<file path="src/include/an_macros.svh">
// Code-group values, link-timer default and watchdog length for auto-negotiation
`ifndef AN_MACROS_SVH
`define AN_MACROS_SVH

// Code groups seen after the 8b10b decoder
`define AN_K28_5 8'hBC
`define AN_D21_5 8'hB5
`define AN_D2_2  8'h42
`define AN_D16_2 8'h50

// 10 ms at 125 MHz
`define AN_LINK_TIMER_TICKS 1250000

// Watchdog length in link-timer periods
`define AN_WDOG_MULT 8

`endif
</file>
<file path="src/design/an_pkg.sv">
// Auto-negotiation config register, arbitration state and status types
`default_nettype none

package an_pkg;

   // Clause 37 config register, transmitted low byte first
   typedef struct packed {
      logic       np;
      logic       ack;
      logic [1:0] rf;
      logic [2:0] rsv2;
      logic [1:0] ps;
      logic       hd;
      logic       fd;
      logic [4:0] rsv1;
   } lacr_t;

   // Order matters, a higher value means forward progress
   typedef enum logic [2:0] {
      AN_RESTART = 3'd0,
      AN_ABILITY = 3'd1,
      AN_ACK     = 3'd2,
      AN_IDLE    = 3'd3,
      AN_LINK_OK = 3'd4,
      AN_ABORT   = 3'd5
   } an_state_t;

   typedef struct packed {
      logic       abort;
      logic       ability;
      logic       wdog_disable;
      logic [1:0] remote_fault;
      logic       abl_mismatch;
      logic       ack;
      logic       idle;
      logic       link_ok;
   } an_status_t;

endpackage

`default_nettype wire

</file>
<file path="src/design/pcs_pkg.sv">
// PCS code-group struct and ordered-set position enum
`default_nettype none

package pcs_pkg;

   // One decoded code group
   typedef struct packed {
      logic       is_k;
      logic [7:0] data;
   } code_group_t;

   // Position inside a /C1/, /C2/ or /I2/ ordered set
   typedef enum logic [1:0] {
      OS_K  = 2'd0,
      OS_D  = 2'd1,
      OS_LO = 2'd2,
      OS_HI = 2'd3
   } os_phase_t;

endpackage

`default_nettype wire

</file>
<file path="src/design/an_top.sv">
// Auto-negotiation top level with receiver, arbiter and transmitter
`timescale 1ns/1ps
`default_nettype none
`include "an_macros.svh"

module an_top #(
   parameter int link_timer_ticks = `AN_LINK_TIMER_TICKS
) (
   input  logic                 rx_clk,
   input  logic                 an_rst,
   input  logic                 los,
   input  pcs_pkg::code_group_t rx_cg,
   output pcs_pkg::code_group_t tx_cg,
   output logic                 operate,
   output an_pkg::an_status_t   an_status
);
   import an_pkg::*;

   lacr_t lacr_in;
   logic  lacr_in_stb;
   logic  lacr_send;
   logic  send_ack;
   logic  send_breaklink;

   cfg_rx u_cfg_rx (
      .rx_clk      (rx_clk),
      .an_rst      (an_rst),
      .rx_cg       (rx_cg),
      .lacr_in     (lacr_in),
      .lacr_in_stb (lacr_in_stb)
   );

   an_arbiter #(.link_timer_ticks(link_timer_ticks)) u_an_arbiter (
      .rx_clk         (rx_clk),
      .an_rst         (an_rst),
      .los            (los),
      .lacr_in        (lacr_in),
      .lacr_in_stb    (lacr_in_stb),
      .lacr_send      (lacr_send),
      .send_ack       (send_ack),
      .send_breaklink (send_breaklink),
      .operate        (operate),
      .an_status      (an_status)
   );

   cfg_tx u_cfg_tx (
      .rx_clk         (rx_clk),
      .an_rst         (an_rst),
      .lacr_send      (lacr_send),
      .send_ack       (send_ack),
      .send_breaklink (send_breaklink),
      .tx_cg          (tx_cg)
   );

endmodule

`default_nettype wire

</file>
<file path="src/design/cfg_tx.sv">
// Transmitter of /C1/ and /C2/ config ordered sets, or /I2/ idles
`timescale 1ns/1ps
`default_nettype none
`include "an_macros.svh"

module cfg_tx (
   input  logic                 rx_clk,
   input  logic                 an_rst,
   input  logic                 lacr_send,
   input  logic                 send_ack,
   input  logic                 send_breaklink,
   output pcs_pkg::code_group_t tx_cg
);
   import pcs_pkg::*;
   import an_pkg::*;

   // Full duplex only
   localparam lacr_t local_ability = '{fd: 1'b1, default: '0};

   lacr_t     tx_word;
   lacr_t     word_q;
   os_phase_t phase;
   logic      sending;
   logic      set_c2;

   always_comb begin
      tx_word     = local_ability;
      tx_word.ack = send_ack;
      if (send_breaklink)
         tx_word = '0;
   end

   // Phase is the position of the next code group out
   always_ff @(posedge rx_clk) begin
      if (an_rst) begin
         phase   <= OS_D;
         sending <= 1'b1;
         set_c2  <= 1'b0;
         word_q  <= '0;
         tx_cg   <= '{is_k: 1'b1, data: `AN_K28_5};
      end else begin
         case (phase)
            OS_K: begin
               // lacr_send and the word are only taken at a set boundary
               sending <= lacr_send;
               word_q  <= tx_word;
               if (lacr_send)
                  set_c2 <= !set_c2;
               tx_cg <= '{is_k: 1'b1, data: `AN_K28_5};
               phase <= OS_D;
            end
            OS_D: begin
               if (sending)
                  tx_cg <= '{is_k: 1'b0, data: set_c2 ? `AN_D2_2 : `AN_D21_5};
               else
                  tx_cg <= '{is_k: 1'b0, data: `AN_D16_2};
               phase <= sending ? OS_LO : OS_K;
            end
            OS_LO: begin
               tx_cg <= '{is_k: 1'b0, data: word_q[7:0]};
               phase <= OS_HI;
            end
            default: begin
               tx_cg <= '{is_k: 1'b0, data: word_q[15:8]};
               phase <= OS_K;
            end
         endcase
      end
   end

endmodule

`default_nettype wire

</file>
<file path="src/design/an_arbiter.sv">
// Clause 37 arbitration FSM with match filter, consistency check, breaklink and watchdog
`timescale 1ns/1ps
`default_nettype none
`include "an_macros.svh"

module an_arbiter #(
   parameter int link_timer_ticks = `AN_LINK_TIMER_TICKS
) (
   input  logic               rx_clk,
   input  logic               an_rst,
   input  logic               los,
   input  an_pkg::lacr_t      lacr_in,
   input  logic               lacr_in_stb,
   output logic               lacr_send,
   output logic               send_ack,
   output logic               send_breaklink,
   output logic               operate,
   output an_pkg::an_status_t an_status
);
   import an_pkg::*;

   localparam int wdog_time = link_timer_ticks * `AN_WDOG_MULT;
   localparam int wdog_w    = $clog2(wdog_time + 1);

   an_state_t         an_state;
   an_state_t         next_state;
   an_status_t        status_next;
   lacr_t             lacr_prev_val;
   lacr_t             lacr_ability;
   logic              link_det;
   logic              lacr_match;
   logic              lacr_change;
   logic [1:0]        match_cnt;
   logic              match_ok;
   logic              flag_clear;
   logic              abl_match;
   logic              ack_match;
   logic              consistency_match;
   logic [1:0]        breaklink_cnt;
   logic              breaklink_restart;
   logic              timer_start;
   logic              timer_on;
   logic              timer_done;
   logic [wdog_w-1:0] wdog_cnt;
   logic              wdog_disable;
   logic              wdog_timeout;
   logic              n_lacr_send;
   logic              n_send_ack;
   logic              n_send_breaklink;
   logic              n_operate;

   link_timer #(.ticks(link_timer_ticks)) u_link_timer (
      .rx_clk      (rx_clk),
      .an_rst      (an_rst),
      .timer_start (timer_start),
      .timer_on    (timer_on),
      .timer_done  (timer_done)
   );

   // Any received set means the partner is there
   always_ff @(posedge rx_clk) begin
      if (an_rst || los)
         link_det <= 1'b0;
      else if (lacr_in_stb)
         link_det <= 1'b1;
   end

   assign match_ok   = (match_cnt == 2'd3);
   assign flag_clear = breaklink_restart || (an_state == AN_RESTART);

   // Three identical words in a row
   always_ff @(posedge rx_clk) begin
      if (an_rst) begin
         lacr_prev_val <= '0;
         lacr_match    <= 1'b0;
         lacr_change   <= 1'b0;
         match_cnt     <= '0;
      end else begin
         if (lacr_in_stb)
            lacr_prev_val <= lacr_in;
         lacr_match  <= lacr_in_stb && (lacr_in == lacr_prev_val);
         lacr_change <= lacr_in_stb && (lacr_in != lacr_prev_val);
         if (lacr_change || match_ok || flag_clear)
            match_cnt <= '0;
         else if (lacr_match)
            match_cnt <= match_cnt + 2'd1;
      end
   end

   always_ff @(posedge rx_clk) begin
      if (an_rst || flag_clear) begin
         abl_match         <= 1'b0;
         ack_match         <= 1'b0;
         consistency_match <= 1'b0;
      end else begin
         if (an_state == AN_ABILITY && match_ok && !lacr_prev_val.ack)
            abl_match <= 1'b1;
         // Consistency is judged on the word that completed the ack match
         if (an_state == AN_ACK && match_ok && lacr_prev_val.ack) begin
            ack_match         <= 1'b1;
            consistency_match <= (lacr_ability == lacr_prev_val);
         end
      end
   end

   // Kept across restarts so abl_mismatch stays visible
   always_ff @(posedge rx_clk) begin
      if (an_rst) begin
         lacr_ability <= '0;
      end else if (an_state == AN_ABILITY && match_ok && !lacr_prev_val.ack) begin
         // Compared later against the acknowledged word
         lacr_ability     <= lacr_prev_val;
         lacr_ability.ack <= 1'b1;
      end
   end

   // Three zero words from the partner
   always_ff @(posedge rx_clk) begin
      if (an_rst || breaklink_restart)
         breaklink_cnt <= '0;
      else if (lacr_in_stb)
         breaklink_cnt <= (lacr_in == '0) ? breaklink_cnt + 2'd1 : 2'd0;
   end

   assign breaklink_restart = (breaklink_cnt == 2'd3);

   always_ff @(posedge rx_clk) begin
      if (an_rst)
         an_state <= AN_RESTART;
      else if ((breaklink_restart && !wdog_disable) || los || wdog_timeout)
         an_state <= AN_RESTART;
      else
         an_state <= next_state;
   end

   // Idle match is taken as always true
   always_comb begin
      n_lacr_send      = 1'b0;
      n_send_ack       = 1'b0;
      n_send_breaklink = 1'b0;
      n_operate        = 1'b0;
      timer_start      = 1'b0;
      next_state       = an_state;
      case (an_state)
         AN_RESTART: begin
            n_lacr_send      = 1'b1;
            n_send_breaklink = 1'b1;
            timer_start      = !timer_on && !timer_done;
            if (timer_done && link_det)
               next_state = wdog_disable ? AN_ABORT : AN_ABILITY;
         end
         AN_ABILITY: begin
            n_lacr_send = 1'b1;
            if (abl_match)
               next_state = AN_ACK;
         end
         AN_ACK: begin
            n_lacr_send = 1'b1;
            n_send_ack  = 1'b1;
            timer_start = !timer_on && !timer_done;
            if (timer_done && ack_match)
               next_state = consistency_match ? AN_IDLE : AN_RESTART;
         end
         AN_IDLE: begin
            // Any late config set still carries ack
            n_send_ack  = 1'b1;
            timer_start = !timer_on && !timer_done;
            if (timer_done)
               next_state = AN_LINK_OK;
         end
         AN_LINK_OK: begin
            n_operate = 1'b1;
         end
         default: begin
            n_operate = 1'b1;
         end
      endcase
   end

   // Timeout fires once, then holds the FSM out of negotiation
   assign wdog_timeout = (wdog_cnt == wdog_w'(wdog_time)) && !wdog_disable;

   always_ff @(posedge rx_clk) begin
      if (an_rst || los || (next_state > an_state && an_state != AN_RESTART)) begin
         wdog_cnt     <= '0;
         wdog_disable <= 1'b0;
      end else if (link_det && an_state != AN_LINK_OK) begin
         if (wdog_timeout)
            wdog_disable <= 1'b1;
         else if (!wdog_disable)
            wdog_cnt <= wdog_cnt + 1'b1;
      end
   end

   always_comb begin
      status_next.abort        = (an_state == AN_ABORT);
      status_next.ability      = (an_state == AN_ABILITY);
      status_next.wdog_disable = wdog_disable;
      status_next.remote_fault = lacr_prev_val.rf;
      status_next.abl_mismatch = !lacr_ability.fd;
      status_next.ack          = (an_state == AN_ACK);
      status_next.idle         = (an_state == AN_IDLE);
      status_next.link_ok      = (an_state == AN_LINK_OK);
   end

   // Outputs trail the state by one cycle
   always_ff @(posedge rx_clk) begin
      if (an_rst) begin
         lacr_send      <= 1'b1;
         send_ack       <= 1'b0;
         send_breaklink <= 1'b1;
         operate        <= 1'b0;
         an_status      <= '0;
      end else begin
         lacr_send      <= n_lacr_send;
         send_ack       <= n_send_ack;
         send_breaklink <= n_send_breaklink;
         operate        <= n_operate;
         an_status      <= status_next;
      end
   end

endmodule

`default_nettype wire

</file>
<file path="src/design/cfg_rx.sv">
// Receiver for /C1/ and /C2/ ordered sets, emits each config word with a strobe
`timescale 1ns/1ps
`default_nettype none
`include "an_macros.svh"

module cfg_rx (
   input  logic                rx_clk,
   input  logic                an_rst,
   input  pcs_pkg::code_group_t rx_cg,
   output an_pkg::lacr_t       lacr_in,
   output logic                lacr_in_stb
);
   import pcs_pkg::*;
   import an_pkg::*;

   os_phase_t  phase;
   logic [7:0] lo_byte;
   logic       is_comma;
   logic       is_cfg_d;

   assign is_comma = rx_cg.is_k && (rx_cg.data == `AN_K28_5);
   assign is_cfg_d = !rx_cg.is_k &&
                     ((rx_cg.data == `AN_D21_5) || (rx_cg.data == `AN_D2_2));

   always_ff @(posedge rx_clk) begin
      if (an_rst) begin
         phase       <= OS_K;
         lacr_in_stb <= 1'b0;
      end else begin
         lacr_in_stb <= 1'b0;
         // A comma anywhere starts a new set
         if (is_comma) begin
            phase <= OS_D;
         end else begin
            case (phase)
               OS_K:  phase <= OS_K;
               OS_D:  phase <= is_cfg_d ? OS_LO : OS_K;
               OS_LO: phase <= rx_cg.is_k ? OS_K : OS_HI;
               default: begin
                  lacr_in_stb <= !rx_cg.is_k;
                  phase       <= OS_K;
               end
            endcase
         end
      end
   end

   // Word bytes, low first
   always_ff @(posedge rx_clk) begin
      if (phase == OS_LO)
         lo_byte <= rx_cg.data;
      if (phase == OS_HI)
         lacr_in <= lacr_t'({rx_cg.data, lo_byte});
   end

endmodule

`default_nettype wire

</file>
<file path="src/design/link_timer.sv">
// Loadable link timer with start, running and done signals
`timescale 1ns/1ps
`default_nettype none
`include "an_macros.svh"

module link_timer #(
   parameter int ticks = `AN_LINK_TIMER_TICKS
) (
   input  logic rx_clk,
   input  logic an_rst,
   input  logic timer_start,
   output logic timer_on,
   output logic timer_done
);

   localparam int cnt_w = $clog2(ticks + 1);

   logic [cnt_w-1:0] count;

   // Done pulses exactly ticks cycles after start
   always_ff @(posedge rx_clk) begin
      if (an_rst) begin
         count      <= '0;
         timer_on   <= 1'b0;
         timer_done <= 1'b0;
      end else begin
         timer_done <= 1'b0;
         if (timer_start) begin
            count    <= cnt_w'(ticks);
            timer_on <= 1'b1;
         end else if (timer_on) begin
            count <= count - 1'b1;
            if (count == cnt_w'(1)) begin
               timer_done <= 1'b1;
               timer_on   <= 1'b0;
            end
         end
      end
   end

endmodule

`default_nettype wire

</file>
<file path="config.mk">
export PLATFORM = sky130hd
export DESIGN_NAME = an_top
export DESIGN_NICKNAME = d
export VERILOG_FILES = /design/src/design/an_pkg.sv /design/src/design/pcs_pkg.sv /design/src/design/an_top.sv /design/src/design/cfg_tx.sv /design/src/design/an_arbiter.sv /design/src/design/cfg_rx.sv /design/src/design/link_timer.sv
export VERILOG_INCLUDE_DIRS = /design/src /design/src/include
export SDC_FILE = /design/constraint.sdc
export NUM_CORES = 1
export LEC_CHECK = 0
export BUFFER_PORTS_ARGS = -buffer_cell sky130_fd_sc_hd__buf_2
export CAP_MARGIN = 25
export CORE_UTILIZATION = 55
export DETAILED_ROUTE_END_ITERATION = 16
export PLACE_DENSITY = 0.87
export SLEW_MARGIN = 20
export SYNTH_ARGS = -nofsm -noshare
export SYNTH_HDL_FRONTEND = slang
export SYNTH_HIERARCHICAL = 1
export SYNTH_SLANG_ARGS = --single-unit
</file>
<file path="constraint.sdc">
create_clock -name rx_clk -period 2.55 [get_ports rx_clk]
set_input_delay 0 -clock rx_clk [delete_from_list [all_inputs] [get_ports rx_clk]]
set_output_delay 0 -clock rx_clk [all_outputs]
set_load 0.02 [all_outputs]
</file>
# After elaboration in Yosys (flattened, before gate mapping)

Cells that the tools add are included.

Register bits: 162
Input port bits: 12

Add/subtract/negate cells: 4
$lt $le $gt $ge: 1
Equality and inequality tests: 21
Mux-type cells: 29
Bitwise logic cells: 3
Reductions and logical operators: 51

Operator list:

| operator                | number |
|---|---|
| $mux W21                | 2 |
| $eq A16 B16 Y1          | 2 |
| $pmux W9 S3             | 1 |
| $add A24 B1 Y24 const B | 1 |
| $eq A24 B24 Y1 const B  | 1 |
| $eq A21 B1 Y1 const B   | 1 |
| $sub A21 B1 Y21 const B | 1 |
| $eq A8 B8 Y1 const B    | 2 |
| $logic_not A16 Y1       | 1 |
| $mux W8                 | 2 |
| $ne A16 B16 Y1          | 1 |
| $logic_and A1 B1 Y1     | 15 |
| $mux W15                | 1 |
| $mux W3                 | 5 |
| $pmux W3 S4             | 1 |
| $eq A2 B2 Y1 const B    | 5 |
| $logic_or A1 B1 Y1      | 10 |
| $mux W1                 | 10 |
| $mux W2                 | 5 |
| $reduce_or A2 Y1        | 5 |
| $reduce_or A3 Y1        | 3 |
| $eq A8 B7 Y1 const B    | 1 |
| $logic_not A1 Y1        | 7 |
| $eq A3 B2 Y1 const B    | 2 |
| 17 further kinds        | 24 |

# Logic depth before layout (Yosys ltp)

Depth after elaboration: 6
Mapped depth: 11

# By module

Netlist, hierarchy kept.

By module, submodules not included:

| module     | instances | cells an instance | area each (um^2) | seq. area each (um^2) |
|---|---|---|---|---|
| an_arbiter | 1         | 420               | 3774.9           | 1661.6 |
| link_timer | 1         | 124               | 1121.1           | 460.4 |
| cfg_rx     | 1         | 48                | 965.9            | 780.7 |
| cfg_tx     | 1         | 48                | 485.5            | 260.2 |

# Worst setup path before layout

No wires, ideal clock.

Kind: register to register
Start: reg u_an_arbiter.an_state[0]
End: reg u_an_arbiter.wdog_cnt[8]
Library setup time: 0.059 ns
Arrival time: 2.472 ns
Data required time: 2.491 ns
Path slack: 0.019 ns
Stages on the path, launching flop included: 12
Clock period less this slack: 2.531 ns
Cells stage by stage: dfxtp_1 -> buf_4 -> clkbuf_1 -> nor3_1 -> o21ai_0 -> nand2_1 -> ha_1 -> a21oi_1 -> o21ai_0 -> a211o_1 -> or4_1 -> nand2_1

Word-level cells in the longest chain between the ends: 5
Elaborated cells between the ends (all ways): 16
Classes of those cells: order compare: 1; eq/ne: 4; mux: 5; reduce/logical: 6

Ends and longest elaborated chain:

| element                              | line              | text |
|---|---|---|
| start: declaration                   | an_arbiter.sv:25  | `an_state_t an_state;` |
| start signal: assignment             | an_arbiter.sv:133 | `an_state <= next_state;` |
| $eq A3 B2 Y1 (tied with other cells) | an_arbiter.sv:144 | `case (an_state)` |
| $pmux W3 S4 *                        | an_arbiter.sv:144 |  |
| named net u_an_arbiter.next_state[2] | an_arbiter.sv:26  | `an_state_t next_state;` |
| $gt A3 B3 Y1 *                       | an_arbiter.sv:184 | `if (an_rst \|\| los \|\| (next_state > an_state && an_state != AN_RESTART)) begin` |
| $logic_and A1 B1 Y1 *                | an_arbiter.sv:184 |  |
| $logic_or A1 B1 Y1 *                 | an_arbiter.sv:184 |  |
| end signal: assignment               | an_arbiter.sv:191 | `wdog_cnt <= wdog_cnt + 1'b1;` |
| end: declaration                     | an_arbiter.sv:44  | `logic [wdog_w-1:0] wdog_cnt;` |

The timed path passes the listed nets; every way through them passes the cells marked *.
A chain may end at the register's enable or synchronous reset.

# Final worst setup path

Start: reg u_an_arbiter.an_state[1]
End: reg u_an_arbiter.wdog_cnt[8]

Same word-level chain as after synthesis.

==> results.md <==
Outcome:
- The run finished with clean final reports.

Synthesis:
- Of the total synthesized cell area, the portion taken by AND, OR, NAND and NOR gates is 0.2478.
- Of the total synthesized cell area, the portion taken by full adders, half adders and majority gates is 0.02563.
- Counting flops with a built-in enable in the synthesized netlist gives 24.
- By area, the combinational part of the netlist is dominated by simple AND/OR/NAND/NOR gates.
- The number of unique standard cell types used by synthesis is 70.
- Synthesis handed over a netlist of between 600 and 700 instances.
- The most common flop cell mapped by yosys is sky130_fd_sc_hd__dfxtp_1.
- The share of flip-flops with an asynchronous set or reset is 0.
- The portion of synthesized area spent on multiplexers is 0.03647.
- The average cell area after synthesis is 9.918 um2.
- In the synthesized netlist, the cells that appear most often are 122 x sky130_fd_sc_hd__dfxtp_1, 75 x sky130_fd_sc_hd__nor2_1, 54 x sky130_fd_sc_hd__nand2_1.
- The total of warnings raised by yosys is 6.
- The dominant cell type by area after synthesis is sky130_fd_sc_hd__dfxtp_1.
- The mapped netlist covers between 6000 and 7000 um2.
- Counting every net in the synthesized netlist gives roughly 670.
- Yosys instantiated no cell more often than sky130_fd_sc_hd__dfxtp_1.
- Of the total synthesized cell area, the portion taken by XOR and XNOR cells is 0.08555.
- Sorting the synthesized cells by area gives the leading types as sky130_fd_sc_hd__dfxtp_1 38%, sky130_fd_sc_hd__edfxtp_1 11%, sky130_fd_sc_hd__xor2_1 5.4%.
- The portion of the post-synthesis area used by sequential elements is 0.4983.
- The complex-gate fraction of the synthesized area came to 0.07274.
- After synthesis the netlist holds a flip-flop and latch count of approximately 150.
- Of the post-synthesis cell area, the dominant cell type holds 0.3848.

Placed design:
- Input and output buffers added on the ports amount to 30.
- Once placement completed, the tool counted placed cells totaling 794.
- The HPWL after detailed placement is 8805 um.
- The congestion estimate from routability-driven global placement came to 0.8477.

Clock network:
- The clock tree from TritonCTS is yes.
- The clock insertion delay at the later pin of the skew report is 410 ps.
- Clock-pin slew was measured on the worst setup and hold paths at around 60 ps.
- The clock root buffer master is sky130_fd_sc_hd__clkbuf_16.
- The clock passes through at most 2 buffers.
- The clock tree synthesis step divided the H-tree into 4 levels.
- The clock drives 146 sinks.
- The number of buffers inserted during clock tree synthesis is 17.

Timing:
- The worst clock skew on the final layout is 5.934 ps.
- The final hold violation count is 0.
- Based on the critical path, the design can be clocked at up to 0.4160 GHz.
- The transition time of the tightest slew-check pin is just under 800 ps.
- The number of max-slew violations in the final report was 0.
- Dividing the final minimum period by the clock period gives 0.9427.
- Headroom to the max-slew limit came out at 0.4852.
- Setup violations remaining at the end of the flow were counted as 0.
- Summed over all failing endpoints, the final setup total negative slack is 0 ps.
- Setup repair after global routing left no endpoint under its margin.
- The final period demand of the worst path is 2404 ps.

Flow run:
- The number of maximum-capacitance violations is 0.

Cells and area:
- The antenna diode instance count is 0.
- The filler cell count is 835.
- The final non-filler cell total is 837.
- After the last flow step, the layout net total stands at approximately 710.
- In the final layout, the share of cells above drive strength 1 is 0.1420.
- The combined area of the multi-input logic cells is 2974 um2.
- The relative area change from synthesis to final layout is 15.85%.
- The area taken by flip-flops and latches is 3166 um2.

Die:
- During I/O placement, the number of pins put on the boundary was 31.
- The die height is 109.4 um.
- In this run the horizontal extent of the chip is 109.4 um.
- The initialized floorplan defines 38 standard-cell rows.
- The starting density of the core is 0.5754.
- The die area is around 12000 um2.
- After floorplanning, the core was sized to cover 11030 um2.

Power and ir drop:
- In this run the power spent charging and discharging nets is 1.130 mW.
- The power per cell area is 718.6 nW/um2.
- The proportion of power drawn by the clock network is 0.492.
- The maximum vdd ir drop is between 0.0004 and 0.0005 V.
- The sequential group share of total power is 0.458.
- The cell internal power dissipation is just over 4 mW.
- The analysis attributes to cell leakage a power of 2.685 nW.
- Of the total power, the share spent switching nets is 0.2139.
- The share of total power dissipated in combinational logic is 0.050.

Route:
- After detailed routing, the average wire length per cell comes to about 16 um.
- The final route contains about 5000 vias.
- The length of the first detailed-routing pass in iterations is 5.
- The DRC marker count from the first detailed-route iteration is 287.
- The post-detailed-routing wire length is 13150 um.
- The DRC violation count after routing is 0.
- The count of nets left with antenna violations once routing finished came out at 0.
- The vias per cell is 5.834.

Worst hold path:
- The type of the worst min-delay path is input pin to flop.
- The worst hold path passes through 2 cells.

Global route:
- In the global route stage, overall resource usage came out at 0.2373.
- The sum of overflow across all layers after global routing is 0.
- The first-pass GRT wire length is around 22000 um.
- The via count of the first global-routing pass is 4831.
- Entering global routing, the biggest net connects 33 pins.
- The initial antenna violation count is 0.

Critical path:
- The launching element type of the critical path is a flop.
- The worst-case reg-to-reg path depth is 9.
- STA puts the critical path data required time at ~2900 ps.
- The classification of the worst setup path is flop to flop.
- The largest driver fanout on the critical path is 8.
- At the worst endpoint, the arrival time is about 2800 ps.
- The endpoint kind of the worst setup timing path is a flop.
-- through the flow --
stage | hold WS (ps) | area, um2 | setup WS (ps) | utilization | power (mW)
final | 342.3 | 7353 | 146.2 | 0.6666 | 5.284
after global routing | 336.8 | 7353 | 28.98 | 0.6666 | 5.449
after CTS | 314.9 | 7345 | 72.37 | 0.6658 | 5.338
after detailed placement | 225.2 | 6610 | 92.61 | 0.5993 | 2.716
after global placement | 222.4 | 6610 | 203.2 | 0.5993 | 2.699
after floorplan | 72.38 | 6347 | 19.12 | - | 2.647
-- worst max-delay path, cell delays in order (launching register included) --
cell and delay, ps:
sky130_fd_sc_hd__dfxtp_1 390, sky130_fd_sc_hd__and2_1 190, sky130_fd_sc_hd__o21ai_1 170, sky130_fd_sc_hd__nand2_1 80, sky130_fd_sc_hd__ha_1 320, sky130_fd_sc_hd__a21oi_1 150, sky130_fd_sc_hd__o21ai_0 130, sky130_fd_sc_hd__a211o_1 370
sky130_fd_sc_hd__or4_1 490, sky130_fd_sc_hd__nand2_1 70
-- final cells by class --
| class | instances | area share |
|---|---|---|
| flip-flops and latches | 146 | 0.4305 |
| multi-input cells | 450 | 0.4045 |
| clock buffers | 20 | 0.06075 |
| repair buffers | 53 | 0.04815 |
| clock inverters | 12 | 0.02416 |
| well taps | 140 | 0.02382 |
| inverters | 16 | 0.008167 |
-- path summary, 6_finish.rpt --
check | startpoint | slack (ps) | endpoint
min | rx_cg[1] | 340 | u_cfg_rx/lacr_in[9]
max reg2reg | u_an_arbiter/an_state[1] | 150 | u_an_arbiter/wdog_cnt[8]
max | u_an_arbiter/an_state[1] | 150 | u_an_arbiter/wdog_cnt[8]
min reg2reg | u_cfg_rx/lo_byte[0] | 420 | u_cfg_rx/lacr_in[0]
-- kinds of logic (layout without fill, tap and decap cells) --
kind of cell | after synthesis | count (layout)
AND/OR/NAND/NOR | 275 | 275
flip-flops | 146 | 146
AO/OA/AOI/OAI | 77 | 77
XOR/XNOR | 62 | 62
buffers and inverters | 44 | 101
multiplexers | 23 | 23
adder cells (fa/ha/maj) | 13 | 13
-- flip-flops by register name, summed over array words and instances, names as in the netlist, 2 cells and up --
register	count
u_an_arbiter/an_status	9
u_cfg_rx/lo_byte	8
u_cfg_rx/phase	2
u_an_arbiter/lacr_ability	16
u_an_arbiter/an_state	3
u_cfg_tx/word_q	2
u_an_arbiter/wdog_cnt	24
u_cfg_tx/tx_cg	7
u_an_arbiter/match_cnt	2
u_cfg_tx/phase	2
u_cfg_rx/lacr_in	16
u_an_arbiter/lacr_prev_val	16
u_an_arbiter/u_link_timer/count	21
u_an_arbiter/breaklink_cnt	2
-- repair_timing --
item                                   CTS  global route
resized for setup                        0             6
setup endpoints to repair                0             2
hold buffers                            11             0
endpoints found under the hold margin   27             0
buffers inserted                         0             0
-- power by group through the flow --
stage	combinational [mW]	clock [mW]	sequential, mW
after detailed placement	0.246	0	2.47
after floorplan	0.180	0	2.47
after global placement	0.234	0	2.47
after global routing	0.291	2.73	2.43
after CTS	0.261	2.66	2.42
final	0.263	2.60	2.42
-- layer usage --
layer,up-vias,part of all wire,GRT usage
li1,2361,-,-
met1,2326,0.43,0.2754
met2,166,0.50,0.4043
met3,30,0.044,0.05276
met4,0,0.026,0.1343
met5,-,0,0
-- cell usage in the layout (no fill, tap or decap), types with 4 or more instances in the layout --
| master | n |
|---|---|
| sky130_fd_sc_hd__xnor2_1 | 23 |
| sky130_fd_sc_hd__nand2b_1 | 4 |
| sky130_fd_sc_hd__ha_1 | 13 |
| sky130_fd_sc_hd__mux2i_1 | 22 |
| sky130_fd_sc_hd__a21oi_1 | 36 |
| sky130_fd_sc_hd__nand4_1 | 22 |
| sky130_fd_sc_hd__nor2_1 | 75 |
| sky130_fd_sc_hd__xor2_1 | 39 |
| sky130_fd_sc_hd__o211ai_1 | 5 |
| sky130_fd_sc_hd__nor2b_1 | 4 |
| sky130_fd_sc_hd__bufinv_16 | 4 |
| sky130_fd_sc_hd__or2_2 | 5 |
| sky130_fd_sc_hd__nand3_1 | 14 |
| sky130_fd_sc_hd__nor3_1 | 12 |
| sky130_fd_sc_hd__dfxtp_1 | 120 |
| sky130_fd_sc_hd__nand3b_1 | 4 |
| sky130_fd_sc_hd__and4b_1 | 4 |
| sky130_fd_sc_hd__nor4_1 | 16 |
| sky130_fd_sc_hd__nor4b_1 | 4 |
| sky130_fd_sc_hd__clkbuf_16 | 17 |
| sky130_fd_sc_hd__edfxtp_1 | 24 |
| sky130_fd_sc_hd__and3_1 | 7 |
| sky130_fd_sc_hd__buf_4 | 11 |
| sky130_fd_sc_hd__dlygate4sd3_1 | 11 |
| sky130_fd_sc_hd__buf_2 | 30 |
| sky130_fd_sc_hd__o21ai_0 | 12 |
| sky130_fd_sc_hd__or3_1 | 11 |
| sky130_fd_sc_hd__nor4bb_1 | 4 |
| sky130_fd_sc_hd__a31oi_1 | 5 |
| sky130_fd_sc_hd__inv_1 | 16 |
| sky130_fd_sc_hd__nand2_1 | 54 |
(Power assumes the default switching activity.)
